## config.mk

```make
export PLATFORM = sky130hd
export DESIGN_NAME = ram_fill
export DESIGN_NICKNAME = d
export VERILOG_FILES = /design/src/ram_fill.sv
export SDC_FILE = /design/constraint.sdc
export NUM_CORES = 1
export LEC_CHECK = 0
export BUFFER_PORTS_ARGS = -buffer_cell sky130_fd_sc_hd__buf_2
export CAP_MARGIN = 25
export CORE_ASPECT_RATIO = 1.2
export CORE_MARGIN = 2
export CORE_UTILIZATION = 47
export CTS_CLUSTER_DIAMETER = 200
export DETAILED_ROUTE_END_ITERATION = 6
export PLACE_DENSITY = 0.78
export SETUP_SLACK_MARGIN = 0.5
export SLEW_MARGIN = 20
export SYNTH_ARGS = -nofsm -noshare
export SYNTH_HDL_FRONTEND = slang
export SYNTH_SLANG_ARGS = --single-unit
export TNS_END_PERCENT = 30
```

## constraint.sdc

```tcl
create_clock -name clk -period 1.9 [get_ports clk]
set_input_delay 0.475 -clock clk [delete_from_list [all_inputs] [get_ports clk]]
set_output_delay 0.475 -clock clk [all_outputs]
set_load 0.02 [all_outputs]
```

## src/ram_fill.sv

```systemverilog
`timescale 1ns/10ps

module ram_fill #(
    parameter int ADDR_W = 12
) (
    input  logic              clk,
    input  logic              rst,
    input  logic              fs,
    output logic              fd,
    input  logic [ADDR_W-1:0] addr_init,
    input  logic [ADDR_W-1:0] data_len,
    input  logic [7:0]        base,
    output logic [ADDR_W-1:0] ram_txa,
    output logic [7:0]        ram_txd,
    output logic              ram_txen
);

    localparam logic [1:0] S_IDLE = 2'd0;
    localparam logic [1:0] S_RUN  = 2'd1;
    localparam logic [1:0] S_WAIT = 2'd2;

    logic [1:0]        state;
    logic [ADDR_W-1:0] cnt;

    always_ff @(posedge clk or posedge rst) begin
        if (rst) begin
            state    <= S_IDLE;
            cnt      <= '0;
            ram_txen <= 1'b0;
            fd       <= 1'b0;
        end else begin
            fd <= 1'b0;
            case (state)
                S_IDLE: begin
                    if (fs) begin
                        cnt <= data_len;
                        if (data_len == '0) begin
                            fd    <= 1'b1;
                            state <= S_WAIT;
                        end else begin
                            ram_txen <= 1'b1;
                            state    <= S_RUN;
                        end
                    end
                end
                S_RUN: begin
                    cnt <= cnt - 1'b1;
                    // Last write of the ramp.
                    if (cnt == ADDR_W'(1)) begin
                        ram_txen <= 1'b0;
                        fd       <= 1'b1;
                        state    <= S_WAIT;
                    end
                end
                S_WAIT: begin
                    if (!fs) begin
                        state <= S_IDLE;
                    end
                end
                default: state <= S_IDLE;
            endcase
        end
    end

    // Address and value counters step together on each write.
    always_ff @(posedge clk) begin
        if (state == S_IDLE && fs) begin
            ram_txa <= addr_init;
            ram_txd <= base;
        end else if (ram_txen) begin
            ram_txa <= ram_txa + 1'b1;
            ram_txd <= ram_txd + 1'b1;
        end
    end

endmodule

```

# Word-level counts from Yosys, hierarchy flattened
# Index checks and enable logic that the tools add are counted.
[word_totals] wordCells=43 in_bits=35 register_bits=36 out_inout_bits=22
[op_classes] reduce_logical=8 n_addsub=3 eq_ne=7 muxes=19
[op_table] cell="12-bit two-way mux" count=3
[op_table] cell="12-bit case mux with 2 select lines" count=1
[op_table] cell="8-bit two-way mux" count=2
[op_table] cell="12-bit by 1-bit adder with 12-bit output (second input constant)" count=1
[op_table] cell="12-bit by 1-bit == test with 1-bit output (second input constant)" count=1
[op_table] cell="12-bit zero test" count=1
[op_table] cell="12-bit by 1-bit subtractor with 12-bit output (second input constant)" count=1
[op_table] cell="8-bit by 1-bit adder with 8-bit output (second input constant)" count=1
[op_table] cell="2-bit two-way mux" count=4
[op_table] cell="2-bit inequality test (second input constant)" count=4
[op_table] cell="1-bit two-way mux" count=6
[op_table] cell="2-bit case mux with 3 select lines" count=1
[op_table] cell="1-bit case mux with 2 select lines" count=2
[op_table] cell="4-bit AND reduction" count=1
[op_table] cell="2-bit nonzero test" count=2
[op_table] cell="3-bit AND reduction" count=1
[op_table] cell="2-bit by 1-bit == test with 1-bit output (second input constant)" count=1
[op_table] cell="2-bit == test (second input constant)" count=1
[op_table] cell="2-bit zero test" count=1
[op_table] cell="2-bit AND reduction" count=1
[op_table] cell="1-bit logical AND" count=1

# Logic depth before layout (Yosys ltp)
[logic_depth] ltp_word=4 ltp_mapped=6 depth_no_buf=6

# Worst setup path after synthesis
# OpenSTA, ideal clock, no wires.
[synth_path] path_kind="input -> register" start="input fs" end="register ram_txa[0] (enable)" path_buffers=2 t_required_ps=1523 path_stages=4 setup_slack_ps=-227 t_arrival_ps=1751 setup_time_ps=377 path_cell_list="or3b_2 -> clkbuf_1 -> clkbuf_1 -> nand2_1"
[synth_between] elab_chain_cells=2
[synth_rtl] item="start: declaration" line="8" rtl="input logic fs,"
[synth_rtl] item="1-bit logical AND" line="67" rtl="if (state == S_IDLE && fs) begin"
[synth_rtl] item="2-bit nonzero test (no source line)"
[synth_rtl] item="end signal: assignment" line="68" rtl="ram_txa <= addr_init;"
[synth_rtl] item="end signal: assignment" line="71" rtl="ram_txa <= ram_txa + 1'b1;"
[synth_rtl] item="end: declaration" line="13" rtl="output logic [ADDR_W-1:0] ram_txa,"
# No other way between the ends.
# A chain may end at the register's enable or synchronous reset.

# Worst setup path in the final report
[layout_path] start="register cnt[4]" end="register cnt[10]"
[layout_between] elab_chain_cells=2
[layout_rtl] item="start: declaration" line="23" rtl="logic [ADDR_W-1:0] cnt;"
[layout_rtl] item="start signal: assignment" line="36" rtl="cnt <= data_len;"
[layout_rtl] item="start signal: assignment" line="47" rtl="cnt <= cnt - 1'b1;"
[layout_rtl] item="12-bit by 1-bit subtractor with 12-bit output" line="47"
[layout_rtl] item="12-bit case mux with 2 select lines" line="33" rtl="case (state)"
# No other way between the ends.

==> flow_metrics.tcl <==
set metrics [dict create \
    final.period_utilization_pct 89.7 \
    period_minus_slack_ps 1700 \
    final_common_cell "buf_2" \
    r2r_start "cnt[4]" \
    dr.pass1.iters 4 \
    setup_viol 0 \
    design.core.area_sq_um 4200 \
    via_per_inst 5.62 \
    clkTransAtPathRegs_ps 70 \
    status "completed" \
    critPathLaunch "cnt[4]" \
    synth-seq-area-share_pct 49.1 \
    path_buf_inv 1 \
    grt_pass1_wl_microns 8830 \
    hold_slack_ps 256 \
    postCtsHoldBufs 0 \
    grt_max_degree 27 \
    overflow 0 \
    io_pins 57 \
    wl_microns 5850 \
    leakage_nw 1.27 \
    max_stage_delay_ps 570 \
    crit_fanout 4 \
    grt_use_total_pct 23.3 \
    end_kind "flop" \
    fin_skew_ps 5.62 \
    fin_nets 340 \
    start_kind "flop" \
    vdd_drop_max_v 0.000873 \
    fmax_ghz 0.587 \
    ys_ff_latch 36 \
    dpl_cell_area_sq_um 2430 \
    drv_cap 0 \
    p_per_area_nw_per_um2 1700 \
    syn_area_per_cell_sq_um 9.43 \
    syn_area_sq_um 2040 \
    final_cells 358 \
    tightest_slew_ps 631 \
    fp.dieH_microns 76.1 \
    cts_tree "yes" \
    tns_ps 0 \
    clock_path_buffers 2 \
    num_rows 26 \
    drc_errors 0 \
    vias 2011 \
    cp.required_ps 2070 \
    htreeDepth 2 \
    antenna_found_initial 0 \
    hpwl_microns 3460 \
    place_congestion 0.881 \
    p_total_w 0.00498 \
    slew_headroom_pct 57.9 \
    min_path_type "input port to async pin" \
    insertedDiodeCount 0 \
    finalHoldViolCount 0 \
    die_w_microns 64.1 \
    crit_chain "or4_4 -> buf_6 -> nor2_4 -> a21oi_2 -> a221o_1" \
    ys.flop_type "edfxtp_1" \
    crit_arrival_ps 1880 \
    critPathKind "flop to flop" \
    synth_warnings 0 \
    fin_area_sq_um 2920 \
    portBuffers 56 \
    grt_pass1_vias 1889 \
    drtIter0Drc 108 \
    dieArea_sq_um 4880 \
    drive_gt1_share_pct 41.7 \
    synth-edff-count 20 \
    wire_per_inst_microns 16.3 \
    synth_fp_nets 255 \
    ant_nets 0 \
    cts-buffers-inserted 5 \
    maxSlewViolCount 0 \
    slowest_stage "or4_4" \
    syn_inst 216 \
    clock_latency_ps 290 \
    clock-sinks 36 \
    cpLargestDelayFamily "simple AND/OR/NAND/NOR gates" \
    placed_cells 325 \
    start_util_pct 48.5 \
    synthArstFlopShare_pct 44.4 \
    root_buffer "clkbuf_8" \
    synth.distinct_cells 42 \
    final_cell_mix "56 x buf_2, 24 x buf_4, 23 x nand2_1" \
    area_growth_pct 43.4 \
    rsz0062_at_grt "yes" \
]
==> through the flow <==
step           utilization (%)  setup slack (ps)
2_1_floorplan                -               207
3_3_place_gp              58.0               136
3_5_place_dp              58.0              83.9
4_1_cts                   65.7               227
5_1_grt                   69.6               138
6_report                  69.6               196
==> where the power goes <==
part           internal, W  switching, W
sequential         0.00132      0.000413
combinational      0.00116       0.00142
clock             0.000389      0.000275
total              0.00286       0.00211
==> area by class of cell <==
cell class                 count  area (sq um)
fill                         302          1270
timing repair buffer          88           551
clock inverter                 2          35.0
tap                           56          70.1
sequential                    36          1000
multi-input combinational    161          1160
inverter                       9          33.8
clock buffer                   6          72.6
==> timing repair <==
action / CTS / global route
pin swaps: 9 / 15
cloned: 2 / 0
gates resized for setup: 26 / 19
setup buffers: 12 / 11
endpoints found under the setup margin: 59 / 72
==> sequential cells by signal (all words and copies together) (netlist names) <==
| register | cells |
|---|---|
| ram_txa | 12 |
| ram_txd | 8 |
| state | 2 |
| cnt | 12 |
| ram_txen | 1 |
| fd | 1 |
==> synth_stat cells (2+ instances only) <==
master     n  area [sq um]
dfrtp_1   16           400
xnor2_1    8          70.1
nor4_1     5          31.3
nor3_1    10          50.1
xor2_1     8          70.1
nor2_1    21          78.8
o22ai_1    2          12.5
inv_1      9          33.8
a211oi_1   2          15.0
a22oi_1    3          22.5
or3b_2     2          17.5
nand3_1   11          55.1
o21ai_0   17          85.1
and3_1     4          25.0
clkbuf_1   7          26.3
a32oi_1    2          17.5
nand2_1   25          93.8
nor3b_1    2          15.0
buf_2      3          15.0
a21oi_1   13          65.1
ha_1       4          50.1
nor2b_1    2          12.5
a31oi_1    2          12.5
edfxtp_1  20           601
==> logic make-up (layout without fill, tap and decap cells) <==
logic type,after synthesis,after routing,synth area share (%)
buf+inv,19,105,3.69
compound gates,50,50,15.4
simple gates,90,90,21.9
xor+xnor,16,16,6.88
flops,36,36,49.1
fa+ha+maj,4,4,2.46
mux,1,1,0.491
==> per-layer routing <==
layer	up-vias	part of all wire [%]	GRT usage [%]
met2	84	52	39.3
met1	956	42	28.7
met4	0	2.0	10.0
met5	-	0	0
met3	15	4.9	4.58
li1	956	-	-
==> worst paths after layout <==
| kind | cells after the start | slack, ps | to |
|---|---|---|---|
| worst max-delay path | 5 | 200 | cnt[10] |
| worst min-delay path | 2 | 260 | cnt[3] |
| worst max register to register | 5 | 200 | cnt[10] |
| worst min register to register | 2 | 570 | ram_txen |
| max in group asynchronous | 2 | 1200 | cnt[0] |
| min in group clk | 2 | 420 | cnt[7] |
(Power assumes the default switching activity.)
