--- config.mk ---
export PLATFORM = sky130hd
export DESIGN_NAME = typecm_rx
export DESIGN_NICKNAME = d
export VERILOG_FILES = /design/src/typec_pkg.sv /design/src/typecm_rx.sv
export SDC_FILE = /design/constraint.sdc
export NUM_CORES = 1
export LEC_CHECK = 0
export ABC_AREA = 1
export BUFFER_PORTS_ARGS = -buffer_cell sky130_fd_sc_hd__buf_2
export CAP_MARGIN = 20
export CORE_MARGIN = 10
export CORE_UTILIZATION = 50
export CTS_CLUSTER_SIZE = 28
export DETAILED_ROUTE_END_ITERATION = 16
export GPL_TIMING_DRIVEN = 0
export PLACE_DENSITY_LB_ADDON = 0.1
export SYNTH_ARGS = -nofsm -noshare
export SYNTH_HDL_FRONTEND = slang
export SYNTH_SLANG_ARGS = --single-unit
--- constraint.sdc ---
create_clock -name clk -period 1.4 [get_ports clk]
set_input_delay 0.07 -clock clk [delete_from_list [all_inputs] [get_ports clk]]
set_output_delay 0.07 -clock clk [all_outputs]
set_load 0.05 [all_outputs]
--- src/typec_pkg.sv ---
package typec_pkg;

    // Packet type codes carried in the upper half of the header byte.
    typedef enum logic [3:0] {
        INIT  = 4'd0,
        ACK   = 4'd1,
        NAK   = 4'd2,
        STALL = 4'd3,
        DLINK = 4'd8,
        DTYPE = 4'd9,
        DTEMP = 4'd10,
        DATA0 = 4'd13
    } btype_e;

    // Start of packet marker.
    localparam logic [7:0] SYNC_BYTE = 8'hA5;

    // Link value between packets.
    localparam logic [7:0] IDLE_BYTE = 8'h00;

    typedef struct packed {
        btype_e     btype;
        logic [3:0] didx;
    } hdr_fields_s;

    // The header byte seen either as its fields or as the raw link byte.
    typedef union packed {
        hdr_fields_s fields;
        logic [7:0]  raw;
    } hdr_byte_u;

endpackage

--- src/typecm_rx.sv ---
`timescale 1ns/10ps

module typecm_rx (
    input  logic              clk,
    input  logic              rst,
    input  logic [7:0]        com_rxd,
    output logic              fs,
    input  logic              fd,
    output typec_pkg::btype_e btype,
    output logic [3:0]        didx,
    output logic [7:0]        bdata,
    output logic              dv,
    output logic [7:0]        data
);

    import typec_pkg::*;

    // Each state names the byte expected on com_rxd.
    localparam logic [2:0] S_HUNT  = 3'd0;
    localparam logic [2:0] S_HDR   = 3'd1;
    localparam logic [2:0] S_PARAM = 3'd2;
    localparam logic [2:0] S_HEAD  = 3'd3;
    localparam logic [2:0] S_LEN   = 3'd4;
    localparam logic [2:0] S_DATA  = 3'd5;
    localparam logic [2:0] S_HOLD  = 3'd6;

    logic [2:0] state;
    logic [7:0] cnt;
    hdr_byte_u  hdr;

    always_comb begin
        hdr.raw = com_rxd;
    end

    // Payload bytes stream straight from the link.
    assign dv   = (state == S_DATA);
    assign data = com_rxd;

    always_ff @(posedge clk or posedge rst) begin
        if (rst) begin
            state <= S_HUNT;
            cnt   <= 8'd0;
            fs    <= 1'b0;
            btype <= INIT;
        end else begin
            case (state)
                S_HUNT: begin
                    if (com_rxd == SYNC_BYTE) begin
                        state <= S_HDR;
                    end
                end
                S_HDR: begin
                    case (hdr.fields.btype)
                        ACK, NAK, STALL: begin
                            btype <= hdr.fields.btype;
                            fs    <= 1'b1;
                            state <= S_HOLD;
                        end
                        DLINK, DTYPE, DTEMP: begin
                            btype <= hdr.fields.btype;
                            state <= S_PARAM;
                        end
                        DATA0: begin
                            btype <= hdr.fields.btype;
                            state <= S_HEAD;
                        end
                        // An unknown type returns to hunting.
                        default: state <= S_HUNT;
                    endcase
                end
                S_PARAM: begin
                    fs    <= 1'b1;
                    state <= S_HOLD;
                end
                S_HEAD: begin
                    state <= S_LEN;
                end
                S_LEN: begin
                    cnt <= com_rxd;
                    if (com_rxd == 8'd0) begin
                        fs    <= 1'b1;
                        state <= S_HOLD;
                    end else begin
                        state <= S_DATA;
                    end
                end
                S_DATA: begin
                    cnt <= cnt - 8'd1;
                    if (cnt == 8'd1) begin
                        fs    <= 1'b1;
                        state <= S_HOLD;
                    end
                end
                S_HOLD: begin
                    // No hunting until the result is taken.
                    if (fd) begin
                        fs    <= 1'b0;
                        state <= S_HUNT;
                    end
                end
                default: state <= S_HUNT;
            endcase
        end
    end

    // Head byte of DATA0 shares bdata with the parameter byte.
    always_ff @(posedge clk) begin
        if (state == S_HDR) begin
            didx <= hdr.fields.didx;
        end
        if (state == S_PARAM || state == S_HEAD) begin
            bdata <= com_rxd;
        end
    end

endmodule
Yosys cells after proc, flatten, opt, wreduce, memory -nomap -nowiden
Cells that the tools add are included.

word-level totals
  logic and storage cells = 50
  bits of input ports = 11
  register bits = 28

operators by class
  $add $sub $neg = 1
  muxes and demuxes = 12
  reductions and logical operators = 11
  equality and inequality tests = 20

operators by type and width
  operator               count
  $pmux W3 S7            1
  $eq A4 B4 Y1 const B   4
  $pmux W8 S2            1
  $eq A3 B3 Y1 const B   3
  $mux W3                3
  $pmux W3 S3            1
  $eq A4 B2 Y1 const B   2
  $eq A8 B1 Y1 const B   1
  $eq A8 B8 Y1 const B   1
  $logic_not A8 Y1       1
  $sub A8 B1 Y8 const B  1
  $reduce_or A7 Y1       1
  $eq A3 B2 Y1 const B   2
  $ne A2 B2 Y1 const B   3
  $reduce_or A3 Y1       2
  $pmux W1 S5            1
  $reduce_and A5 Y1      1
  $reduce_bool A5 Y1     1
  $eq A4 B1 Y1 const B   1
  $mux W1                4
  $ne A2 B1 Y1 const B   2
  $eq A3 B1 Y1 const B   1
  $logic_not A3 Y1       1
  $reduce_and A3 Y1      1
  other kinds (4)        4

Longest topological paths before layout
  word-level depth = 4
  gate-level depth with buffers = 10
  depth with buffers taken out = 10

Worst setup path before layout
Ideal clock, no wire load.

  path kind = reg2reg
  from = register state[2]
  to = register bdata[0] (enable)
  period minus slack after synthesis = 1.247 ns
  slack = 0.153 ns
  data arrival time = 0.876 ns
  cell stages (with the launch flop) = 3
  buffers on the path = 1
  data required time = 1.030 ns
  setup time = 0.370 ns
  path through = dfrtp_1 buf_2 nor2_1

on the way
  word-level cells in the longest chain between the ends = 2
  elaborated cells on any way between the ends = 3
  those cells by class = eq/ne: 2; reduce/logical: 1

ends and longest elaborated chain
  element                 RTL line          source
  start, declared         typecm_rx.sv:27   logic [2:0] state;
  start signal, assigned  typecm_rx.sv:41   state <= S_HUNT;
  start signal, assigned  typecm_rx.sv:49   state <= S_HDR;
  start signal, assigned  typecm_rx.sv:57   state <= S_HOLD;
  $eq A3 B2 Y1            typecm_rx.sv:111  if (state == S_PARAM || state == S_HEAD) begin
  $logic_or A1 B1 Y1 *    typecm_rx.sv:111
  end signal, assigned    typecm_rx.sv:112  bdata <= com_rxd;
  end, declared           typecm_rx.sv:11   output logic [7:0] bdata,

Mark *: on every way between the ends. The rest lies on a longest branch, timed or not.
A chain may end at the register's enable or synchronous reset.

Worst setup path after layout
Same ends and word-level chain as after synthesis.

==> results by group <==
Worst hold path
  – Hold Path Sink: state[1]$_DFFE_PP0P_
  – Hold Path Class: primary input to flop
  – Worst hold start: fd
  – WHS Path Cells: 4

Pwr
  – Sw Share: 48.4%
  – Pwr dens: 2060 nW/um^2
  – Clock power share: 8.5%
  – Int Power: 2.00 mW
  – Leak: 0.921 nW
  – Maximum vdd ir drop: 1850 uV
  – Power share of the combinational group: 57.7%
  – Reg power frac: 33.9%
  – Sw power: 1.88 mW

Clock tree
  – Clk sinks: 28
  – Clock tree buffer depth: 2
  – CTS Buf Count: 3
  – Reg clk slew, reported paths: 0.14 ns
  – CTS tree: yes
  – Clk_lat worst skew: 0.33 ns
  – H-tree Lvls: 1
  – Clock root buffer: clkbuf_4

Synth
  – Ranking of synthesized cells by area: dfrtp_1, edfxtp_1, nand2_1
  – YS warnings: 0
  – Fraction of registers with async set/reset: 57.1%
  – Register bit total from synthesis: 28
  – Top cells by count, synth: nand2_1, inv_1, nor2_1
  – Top FF cell, synth: dfrtp_1
  – Syn Nets: 184
  – Syn Inst Count: 171
  – Number of synthesized flops with an enable pin: 12
  – Sequential area share after synthesis: 52.8%
  – Synthesized cell area: 1440 um^2
  – Most common cell in the netlist: nand2_1
  – Distinct cells, synth: 25
  – Syn avg cell area: 8.43 um^2
  – Cell taking the most area after synthesis: dfrtp_1
  – Synth top area share: 27.8%

Critical path
  – Worst Path Buf+Inv: 1
  – Reg-to-Reg End: bdata[0]$_DFFE_PP_
  – Max Fanout on Critical Path: 8
  – R2R Path Start: state[2]$_DFFE_PP0P_
  – Slowest library cell on the worst path: nor2_1
  – Critical Path Max Stage Delay: 0.51 ns
  – FF-to-FF path depth: 2
  – CP required: 1.38 ns
  – Setup crit end kind: flop
  – Arrival time worst endpoint: 1.37 ns
  – Crit path kind: flop to flop
  – R2R Setup Slk: 0.007 ns
  – Worst path cell trace: buf_6 -> nor2_1
  – Top delay family on crit path: simple AND/OR/NAND/NOR gates
  – CP startpoint kind: flop

Route
  – DRT met1 WL: 1440 um
  – DRC: 0
  – Metal3 WL: 296 um
  – Vias per cell: 5.03
  – Antenna Nets Post-Route: 0
  – Routed WL per cell: 13.2 um
  – Drt first pass iters: 4
  – Final WL: 3380 um
  – DR WL met2: 1610 um
  – Via Count: 1,288
  – DRT iter0 DRCs: 66
  – Highest routing layer actually used: met4

Timing
  – Final min period: 1.39 ns
  – Finish-stage setup viols: 0
  – Final hold vios: 0
  – Fmax: 0.718 GHz
  – Layout Skew: 0.00472 ns
  – Unrepaired setup endpoints after global routing: true
  – Slew HR: 57.2%
  – Worst slew pin tran: 0.641 ns
  – Setup ws final: 0.00738 ns
  – Period utilisation layout: 99.5%
  – WHS: 0.0568 ns
  – Fin Setup TNS: 0 ns
  – Pins Over Slew Limit: 0

Final layout
  – Ant diodes: 0
  – Cell Count, Final, Fillers Out: 256
  – Share of cells above drive strength 1: 33.8%
  – Final net count: 240
  – Number of fill cells: 224
  – Layout area overhead: 30.6%
  – Multi-input gate area: 562 um^2
  – Sequential cell area: 762 um^2

Floorplan
  – Die Area: 5430 um^2
  – Rows: 19
  – Initial Utilization: 52.3%
  – Top Ports: 37
  – Die Ht: 73.7 um
  – Core Box Area: 2760 um^2
  – Die X: 73.7 um

Place
  – Placed cells: 238
  – Buffers added on ports: 36
  – Post-place setup slack: -0.0385 ns
  – Post-detail-place hpwl: 2520 um
  – Final Wtd Congestion: 0.902

Global route
  – Number of global-route vias before repair: 1,269
  – Largest net degree at the start of global routing: 17
  – Grt total ovfl: 0
  – Initial antenna violation count: 0
  – Tot GR Track Use: 13.1%
  – Global-route wire length before repair: 5800 um

Run
  – Max cap viols: 0

Status
  – Run status: finished, final reports clean
[registers in the layout (all words and copies together), names as in the netlist]
name   flops
fs         1
didx       4
cnt        8
btype      4
state      3
bdata      8
[routing by layer]
metal	track usage (%)	up-vias
met1	15.4	589
met4	4.97	0
met5	0	-
met2	21.6	34
met3	4.44	6
li1	-	659
[power groups by stage]
stage	Combinational, mW	Clock, mW	Sequential, mW
CTS	2.03	0.338	1.31
detailed placement	1.95	0	1.33
finish	2.24	0.329	1.31
floorplan	1.10	0	1.73
global route	2.51	0.375	1.35
global placement	1.90	0	1.31
[per-stage QoR]
step	util, %	total power [mW]	area [um^2]
2_1_floorplan	-	2.83	1440
5_1_grt	68.3	4.23	1880
3_3_place_gp	60.2	3.21	1660
6_report	68.3	3.88	1880
4_1_cts	64.2	3.68	1770
3_5_place_dp	60.2	3.27	1660
[kinds of logic after synthesis]
| family | count (synthesis) | share of synthesized area [%] |
|---|---|---|
| buffers and inverters | 33 | 11.3 |
| AO/OA/AOI/OAI | 21 | 9.11 |
| flip-flops | 28 | 52.8 |
| AND/OR/NAND/NOR | 86 | 24.5 |
| XOR/XNOR | 1 | 0.608 |
| adder cells (fa/ha/maj) | 2 | 1.74 |
[worst min-delay path, delay by kind of cell]
family,cells,cell delay [ns]
buffers and inverters,2,0.10
and+or+nand+nor,2,0.19
[cell usage in the layout, fill, tap and decap left out, types with 2 or more instances in the layout]
| cell type | Yosys | final |
|---|---|---|
| nand2_2 | 0 | 4 |
| inv_2 | 2 | 5 |
| o21ai_0 | 10 | 8 |
| dlygate4sd3_1 | 0 | 9 |
| a22oi_1 | 2 | 2 |
| nor2_4 | 0 | 2 |
| nor2_2 | 3 | 3 |
| edfxtp_1 | 12 | 12 |
| nand4_1 | 3 | 3 |
| nor2_1 | 19 | 17 |
| o221ai_1 | 2 | 2 |
| nand2_1 | 49 | 44 |
| o21ai_1 | 1 | 2 |
| nand3_1 | 12 | 11 |
| inv_1 | 20 | 17 |
| buf_2 | 1 | 35 |
| buf_4 | 8 | 13 |
| buf_6 | 1 | 3 |
| o21ai_2 | 1 | 2 |
| dfrtp_1 | 16 | 15 |
| clkbuf_4 | 0 | 3 |
[area by class of cell]
type / count / share of cell area [%]
Multi-Input combinational cell: 110 / 29.8
Sequential cell: 28 / 40.5
Tap cell: 31 / 2.06
Inverter: 23 / 4.58
Clock buffer: 3 / 1.20
Buffer: 10 / 4.39
Timing Repair Buffer: 51 / 17.5
[worst max-delay path by stage]
stage	to	slack (ns)	start	depth (start not counted)
floorplan	bdata[0]$_DFFE_PP_	0.15	state[2]$_DFFE_PP0P_	2
global placement	btype[3]$_DFFE_PP0P_	-0.01	state[1]$_DFFE_PP0P_	6
detailed placement	state[1]$_DFFE_PP0P_	-0.04	state[1]$_DFFE_PP0P_	7
CTS	bdata[0]$_DFFE_PP_	-0.001	state[2]$_DFFE_PP0P_	2
global route	state[0]$_DFFE_PP0P_	-0.06	state[1]$_DFFE_PP0P_	9
finish	bdata[0]$_DFFE_PP_	0.007	state[2]$_DFFE_PP0P_	2
[timing repair]
item | 4_1_cts | 5_1_grt
endpoints found under the setup margin | 15 | 23
buffers inserted | 2 | 4
hold buffers | 6 | 3
pin swaps | 0 | 2
endpoints found under the hold margin | 23 | 5
resized for setup | 6 | 19
(Power assumes the default switching activity.)
