$ cat config.mk
export PLATFORM = sky130hd
export DESIGN_NAME = typec_tx
export DESIGN_NICKNAME = d
export VERILOG_FILES = /design/src/typec_pkg.sv /design/src/typec_tx.sv
export SDC_FILE = /design/constraint.sdc
export NUM_CORES = 1
export LEC_CHECK = 0
export CORE_MARGIN = 5
export CORE_UTILIZATION = 63
export CTS_CLUSTER_SIZE = 16
export DETAILED_ROUTE_END_ITERATION = 7
export DONT_BUFFER_PORTS = 1
export PLACE_DENSITY_LB_ADDON = 0.08
export SLEW_MARGIN = 20
export SYNTH_ARGS = -nofsm -noshare
export SYNTH_HDL_FRONTEND = slang
export SYNTH_SLANG_ARGS = --single-unit
$ cat constraint.sdc
create_clock -name clk -period 2 [get_ports clk]
set_input_delay 0.6 -clock clk [delete_from_list [all_inputs] [get_ports clk]]
set_output_delay 0.6 -clock clk [all_outputs]
set_load 0.01 [all_outputs]
$ cat src/typec_pkg.sv
package typec_pkg;

    // Packet type codes carried in the upper half of the header byte.
    typedef enum logic [3:0] {
        INIT  = 4'd0,
        ACK   = 4'd1,
        NAK   = 4'd2,
        STALL = 4'd3,
        DLINK = 4'd8,
        DTYPE = 4'd9,
        DTEMP = 4'd10,
        DATA0 = 4'd13
    } btype_e;

    // Start of packet marker.
    localparam logic [7:0] SYNC_BYTE = 8'hA5;

    // Link value between packets.
    localparam logic [7:0] IDLE_BYTE = 8'h00;

    typedef struct packed {
        btype_e     btype;
        logic [3:0] didx;
    } hdr_fields_s;

    // The header byte seen either as its fields or as the raw link byte.
    typedef union packed {
        hdr_fields_s fields;
        logic [7:0]  raw;
    } hdr_byte_u;

endpackage

$ cat src/typec_tx.sv
`timescale 1ns/10ps

module typec_tx #(
    parameter int ADDR_W = 12
) (
    input  logic              clk,
    input  logic              rst,
    input  logic              fs,
    output logic              fd,
    input  typec_pkg::btype_e btype,
    input  logic [3:0]        didx,
    input  logic [7:0]        param,
    input  logic [7:0]        head,
    input  logic [ADDR_W-1:0] ram_addr_init,
    input  logic [7:0]        data_len,
    output logic [ADDR_W-1:0] ram_rxa,
    input  logic [7:0]        ram_rxd,
    output logic [7:0]        com_txd
);

    import typec_pkg::*;

    // Each state names the byte loaded into com_txd at its clock edge.
    localparam logic [2:0] S_IDLE  = 3'd0;
    localparam logic [2:0] S_HDR   = 3'd1;
    localparam logic [2:0] S_PARAM = 3'd2;
    localparam logic [2:0] S_HEAD  = 3'd3;
    localparam logic [2:0] S_LEN   = 3'd4;
    localparam logic [2:0] S_DATA  = 3'd5;
    localparam logic [2:0] S_END   = 3'd6;
    localparam logic [2:0] S_WAIT  = 3'd7;

    logic [2:0] state;
    logic [7:0] cnt;
    btype_e     btype_q;
    logic [3:0] didx_q;
    logic [7:0] param_q;
    logic [7:0] head_q;
    hdr_byte_u  hdr;

    always_comb begin
        hdr.fields.btype = btype_q;
        hdr.fields.didx  = didx_q;
    end

    always_ff @(posedge clk or posedge rst) begin
        if (rst) begin
            state   <= S_IDLE;
            cnt     <= 8'd0;
            fd      <= 1'b0;
            com_txd <= IDLE_BYTE;
        end else begin
            fd <= 1'b0;
            case (state)
                S_IDLE: begin
                    if (fs) begin
                        com_txd <= SYNC_BYTE;
                        cnt     <= data_len;
                        state   <= S_HDR;
                    end
                end
                S_HDR: begin
                    com_txd <= hdr.raw;
                    case (btype_q)
                        DLINK, DTYPE, DTEMP: state <= S_PARAM;
                        DATA0:               state <= S_HEAD;
                        default:             state <= S_END;
                    endcase
                end
                S_PARAM: begin
                    com_txd <= param_q;
                    state   <= S_END;
                end
                S_HEAD: begin
                    com_txd <= head_q;
                    state   <= S_LEN;
                end
                S_LEN: begin
                    com_txd <= cnt;
                    if (cnt == 8'd0) begin
                        state <= S_END;
                    end else begin
                        state <= S_DATA;
                    end
                end
                S_DATA: begin
                    com_txd <= ram_rxd;
                    cnt     <= cnt - 8'd1;
                    if (cnt == 8'd1) begin
                        state <= S_END;
                    end
                end
                S_END: begin
                    com_txd <= IDLE_BYTE;
                    fd      <= 1'b1;
                    state   <= S_WAIT;
                end
                S_WAIT: begin
                    if (!fs) begin
                        state <= S_IDLE;
                    end
                end
                default: state <= S_IDLE;
            endcase
        end
    end

    // Request fields are latched at start.
    // The RAM address moves on from the length byte so data follows without a gap.
    always_ff @(posedge clk) begin
        if (state == S_IDLE && fs) begin
            btype_q <= btype;
            didx_q  <= didx;
            param_q <= param;
            head_q  <= head;
            ram_rxa <= ram_addr_init;
        end else if (state == S_LEN || state == S_DATA) begin
            ram_rxa <= ram_rxa + 1'b1;
        end
    end

endmodule

## After elaboration in Yosys (flattened, before gate mapping)

Cells that the tools add are included.

- Bits in registers: 56
- Input bits: 55
- Output and inout bits: 21
- Logic and storage cells: 50

- $add $sub $neg: 2
- Equal/unequal tests: 15
- Muxes and demuxes: 13
- Reductions and logical operators: 11

Operator list:

| kind | count |
|---|---|
| 8-bit case mux with 7 select lines | 1 |
| 12-bit 2-to-1 mux | 2 |
| 3-bit case mux with 8 select lines | 1 |
| 4-bit equality test (second input constant) | 4 |
| 8-bit 2-to-1 mux | 2 |
| 8-bit case mux with 2 select lines | 1 |
| 12-bit by 1-bit adder with 12-bit output (second input constant) | 1 |
| 3-bit equality test (second input constant) | 4 |
| 3-bit 2-to-1 mux | 3 |
| 8-bit by 1-bit equality test with 1-bit output (second input constant) | 1 |
| 8-bit zero test | 1 |
| 8-bit by 1-bit subtractor with 8-bit output (second input constant) | 1 |
| 7-bit nonzero test | 1 |
| 3-bit by 2-bit equality test with 1-bit output (second input constant) | 2 |
| 2-bit inequality test (second input constant) | 3 |
| 3-bit case mux with 2 select lines | 1 |
| 2-bit AND reduction | 2 |
| 2-bit nonzero test | 2 |
| 3-bit by 1-bit equality test with 1-bit output (second input constant) | 1 |
| 3-bit zero test | 1 |
| 3-bit AND reduction | 1 |
| 3-bit OR reduction | 1 |
| 2-bit 2-to-1 mux | 1 |
| 1-bit logical AND | 1 |
| 2 further kinds | 2 |

## Longest topological paths before layout

- Depth after elaboration: 4
- Mapped depth: 8

## Worst setup path after synthesis

No wires, ideal clock.

- Kind: input-to-reg
- From: input port fs
- To: register ram_rxa[0] (data pin)
- Arrival time: 1.429 ns
- Data required time: 1.733 ns
- Slack: 0.304 ns
- Stages: 5
- Cells stage by stage: nand4_2 inv_1 buf_4 buf_4 o21ai_0

- Longest elaborated chain between the ends: 2

RTL lines:

| what | line | text |
|---|---|---|
| start, declared | typec_tx.sv:8 | `input logic fs,` |
| 1-bit logical AND | typec_tx.sv:111 | `if (state == S_IDLE && fs) begin` |
| 12-bit 2-to-1 mux | typec_tx.sv:111 |  |
| end signal, assigned | typec_tx.sv:116 | `ram_rxa <= ram_addr_init;` |
| end signal, assigned | typec_tx.sv:118 | `ram_rxa <= ram_rxa + 1'b1;` |
| end, declared | typec_tx.sv:16 | `output logic [ADDR_W-1:0] ram_rxa,` |

Every way passes these cells.
A chain may end at the register's enable or synchronous reset.

## Final worst setup path

- From: register state[0]
- To: register cnt[6]

- Longest elaborated chain between the ends: 3
- Elaborated cells between the ends (all ways): 6
- Those cells by class: 2 x eq/ne; 1 x mux; 3 x reduce/logical

RTL lines:

| what | line | text |
|---|---|---|
| start, declared | typec_tx.sv:33 | `logic [2:0] state;` |
| start signal, assigned | typec_tx.sv:48 | `state <= S_IDLE;` |
| start signal, assigned | typec_tx.sv:59 | `state <= S_HDR;` |
| start signal, assigned | typec_tx.sv:65 | `DLINK, DTYPE, DTEMP: state <= S_PARAM;` |
| 3-bit equality test / 3-bit zero test (equally long branches) | typec_tx.sv:54 | `case (state)` |
| 2-bit nonzero test (no line) / 2-bit inequality test (equally long branches) | n/a |  |
| 2-bit AND reduction (no line) | n/a |  |
| end signal, assigned | typec_tx.sv:58 | `cnt <= data_len;` |
| end signal, assigned | typec_tx.sv:88 | `cnt <= cnt - 8'd1;` |
| end, declared | typec_tx.sv:34 | `logic [7:0] cnt;` |

Several ways; a longest one is shown, not always the timed one.

==> flow_summary_export.csv <==
group,metric,value,unit
status,status,"finished clean",
pwr,max-vdd-ir-drop,0.922,mV
timing,period_share,92.4,%
pwr,p_leak,1.04,nW
setup_path,start_kind,"flop",
routing,antenna_left,0,
synth,ys_types,55,
timing,final.setup.tns,0,ns
routing,drc,0,
clock_network,cts.sinks,56,
clock_network,clk_latency,0.31,ns
layout,area_delta_synth_final,4.36,%
setup_path,regToRegStartpoint,"state[0]",
global_routing,grt_pass1_vias,1975,
placed_design,dpl.hpwl,4520,um
synth,ys_top_cells_by_area,"edfxtp_1, dfrtp_1, nand2_1",
clock_network,cts.clk_slew.worst_paths,0.10,ns
synth,synth-edff-count,36,
routing,dr_total_vias,1951,
synth,synthArstFlopShare,35.7,%
timing,worst_pin_slew,0.756,ns
timing,maxSlewHeadroom,49.5,%
synth,synth_most_common_cell,"edfxtp_1",
synth,yosysTopAreaCell,"edfxtp_1",
clock_network,ctsResizeCount,0,
synth,netlist_instances,247,
timing,min_period,1.85,ns
setup_path,cp-end-kind,"flop",
floorplan,ios,76,
floorplan,dieWidth,77.1,um
setup_path,critical_path_required,2.21,ns
synth,yosysWarnings,0,
pwr,power_density,1630,mW/mm^2
floorplan,die_y,77.1,um
synth,avgSynthCellArea,11.5,um^2
clock_network,cts_tree,"done",
layout,antenna_cells,0,
synth,yosysSeqAreaShare,55.7,%
placed_design,place.gp.congestion,0.884,
timing,hold_slack,0.297,ns
floorplan,dieArea,0.00595,mm^2
floorplan,start_util,65.2,%
layout,layout.nets,307,
clock_network,clockBufferDepth,2,
clock_network,postCtsSetupBuffers,0,
pwr,p_seq_share,47.5,%
clock_network,htreeDepth,2,
layout,fillerInstances,344,
routing,dr.first_iter.drc_count,209,
timing,rsz0062_at_grt,"false",
routing,routedWlPerCell,19.6,um
timing,fmax,0.541,GHz
global_routing,gr-total-overflow,0,
setup_path,cp_max_fo,11,
floorplan,fp-row-count,24,
clock_network,numCtsBuffers,5,
setup_path,path_class,"reg -> reg",
pwr,intPower,2.88,mW
layout,drive_gt1_share,13.6,%
global_routing,antenna_found_initial,0,
synth,synth_top_area_share,38.1,%
global_routing,grt_pass1_wl,9920,um
global_routing,grtUsageTotal,20.9,%
timing,fin_skew,0.0158,ns
synth,netlist_area,0.00284,mm^2
pwr,power_switching,1.93,mW
timing,finalMaxSlewViolations,0,
clock_network,clock-root-buffer,"clkbuf_8",
synth,synth_seq_cells,56,
global_routing,grt_max_degree,29,
synth,synth_ff_type,"edfxtp_1",
synth,synthesis.nets,305,
routing,viasPerCell,6.46,
setup_path,critPathLaunch,"state[0]",
pwr,power_frac_comb,37.5,%
setup_path,critPathArrivalTime,2.06,ns
min_path,min_path_type,"in -> async",
routing,routed_wl,5930,um
floorplan,core,0.00435,mm^2
placed_design,numPortBuffers,0,
pwr,switching_share,40.1,%
routing,firstDrtPassIters,4,
synth,synth_common_cells,"edfxtp_1, nand2_1, dfrtp_1, o21ai_0, nor2_1",
run,drv_cap,0,
timing,final_hold_viol_count,0,
clock_network,postCtsHoldBufs,0,
pwr,clkPwrFrac,15.0,%
timing,setup_viol,0,
-- per-stage QoR --
step | instances | worst slack [ns] | power, mW | cell area (um^2) | util (%)
after floorplan | 247 | 0.304 | 3.71 | 2840 | -
after global placement | 294 | 0.307 | 4.00 | 2860 | 65.6
after detailed placement | 294 | 0.180 | 4.11 | 2860 | 65.6
after CTS | 302 | 0.176 | 4.83 | 2960 | 68.0
after global routing | 302 | 0.000787 | 5.18 | 2960 | 68.0
final | 302 | 0.153 | 4.82 | 2960 | 68.0
-- flip-flops by register name, indices dropped and copies added (netlist names) --
register	flops
state	3
fd	1
com_txd	8
didx_q	4
param_q	8
cnt	8
ram_rxa	12
btype_q	4
head_q	8
-- path summary, 6_finish.rpt --
kind | end | slack (ns) | depth (start not counted)
worst min-delay path | com_txd[7] | 0.30 | 1
max in group asynchronous | com_txd[3] | 1.21 | 1
min in group clk | didx_q[2] | 0.37 | 0
worst min register to register | com_txd[3] | 0.57 | 2
worst max-delay path | cnt[6] | 0.15 | 6
worst max register to register | cnt[6] | 0.15 | 6
-- power groups by stage --
| stage | combinational [mW] | clock, mW | sequential, mW |
|---|---|---|---|
| 2_1_floorplan | 1.59 | 0 | 2.12 |
| 4_1_cts | 1.81 | 0.735 | 2.28 |
| 6_report | 1.81 | 0.723 | 2.29 |
| 3_3_place_gp | 1.72 | 0 | 2.28 |
| 5_1_grt | 2.03 | 0.804 | 2.35 |
| 3_5_place_dp | 1.79 | 0 | 2.31 |
-- cell type report --
| type | count | area, um^2 | area share, % |
|---|---|---|---|
| repair buffers | 8 | 60.1 | 2.03 |
| clock inverters | 2 | 35.0 | 1.18 |
| well taps | 52 | 65.1 | 2.20 |
| clock buffers | 6 | 72.6 | 2.45 |
| inverters | 9 | 36.3 | 1.22 |
| flip-flops and latches | 56 | 1580 | 53.4 |
| multi-input cells | 169 | 1110 | 37.5 |
-- critical path, stage by stage (launching register included) --
cell and delay, ns:
dfrtp_1 0.62, inv_4 0.12, nand4_2 0.24, clkinv_1 0.15, nor2_1 0.27, a21oi_1 0.08, o221a_2 0.26
-- kinds of logic after synthesis --
kind of cell               after synthesis  share of synthesized area [%]
DFF                                     56                           55.7
buffers and inverters                   22                           5.11
AOI/OAI and AO/OA                       64                           15.7
xor gates and xnor gates                10                           3.08
and+or+nand+nor                         83                           15.7
adders and majority gates                3                           1.32
muxes                                    9                           3.39
-- per-layer routing --
layer	wire length (um)	vias to the layer above	global-route usage, %
li1	-	929	-
met1	2470	943	27.4
met2	2930	68	32.9
met3	411	11	6.67
met4	117	0	6.53
met5	0	-	0
-- placed cells by master, fill, tap and decap left out, types with 3 or more instances in the layout --
cell      synthesis  final
a211oi_1          3      3
xnor2_1           6      6
nor2_1           13     13
mux2_2            5      5
o21ai_0          20     20
o211ai_1          3      3
nand2_1          27     27
nand3_1          11     11
o311ai_0          3      3
ha_1              3      3
xor2_1            4      4
edfxtp_1         36     36
clkbuf_8          1      5
a22oi_1           5      5
nand2b_1          3      3
buf_4             3      8
mux2i_1           4      4
a221o_1           3      3
nor2b_1           3      3
o221a_2           3      3
a21oi_1          11     11
nor3_1            8      8
dfrtp_1          20     20
inv_1             7      6
Note: power is estimated with default switching activity, not from simulation.
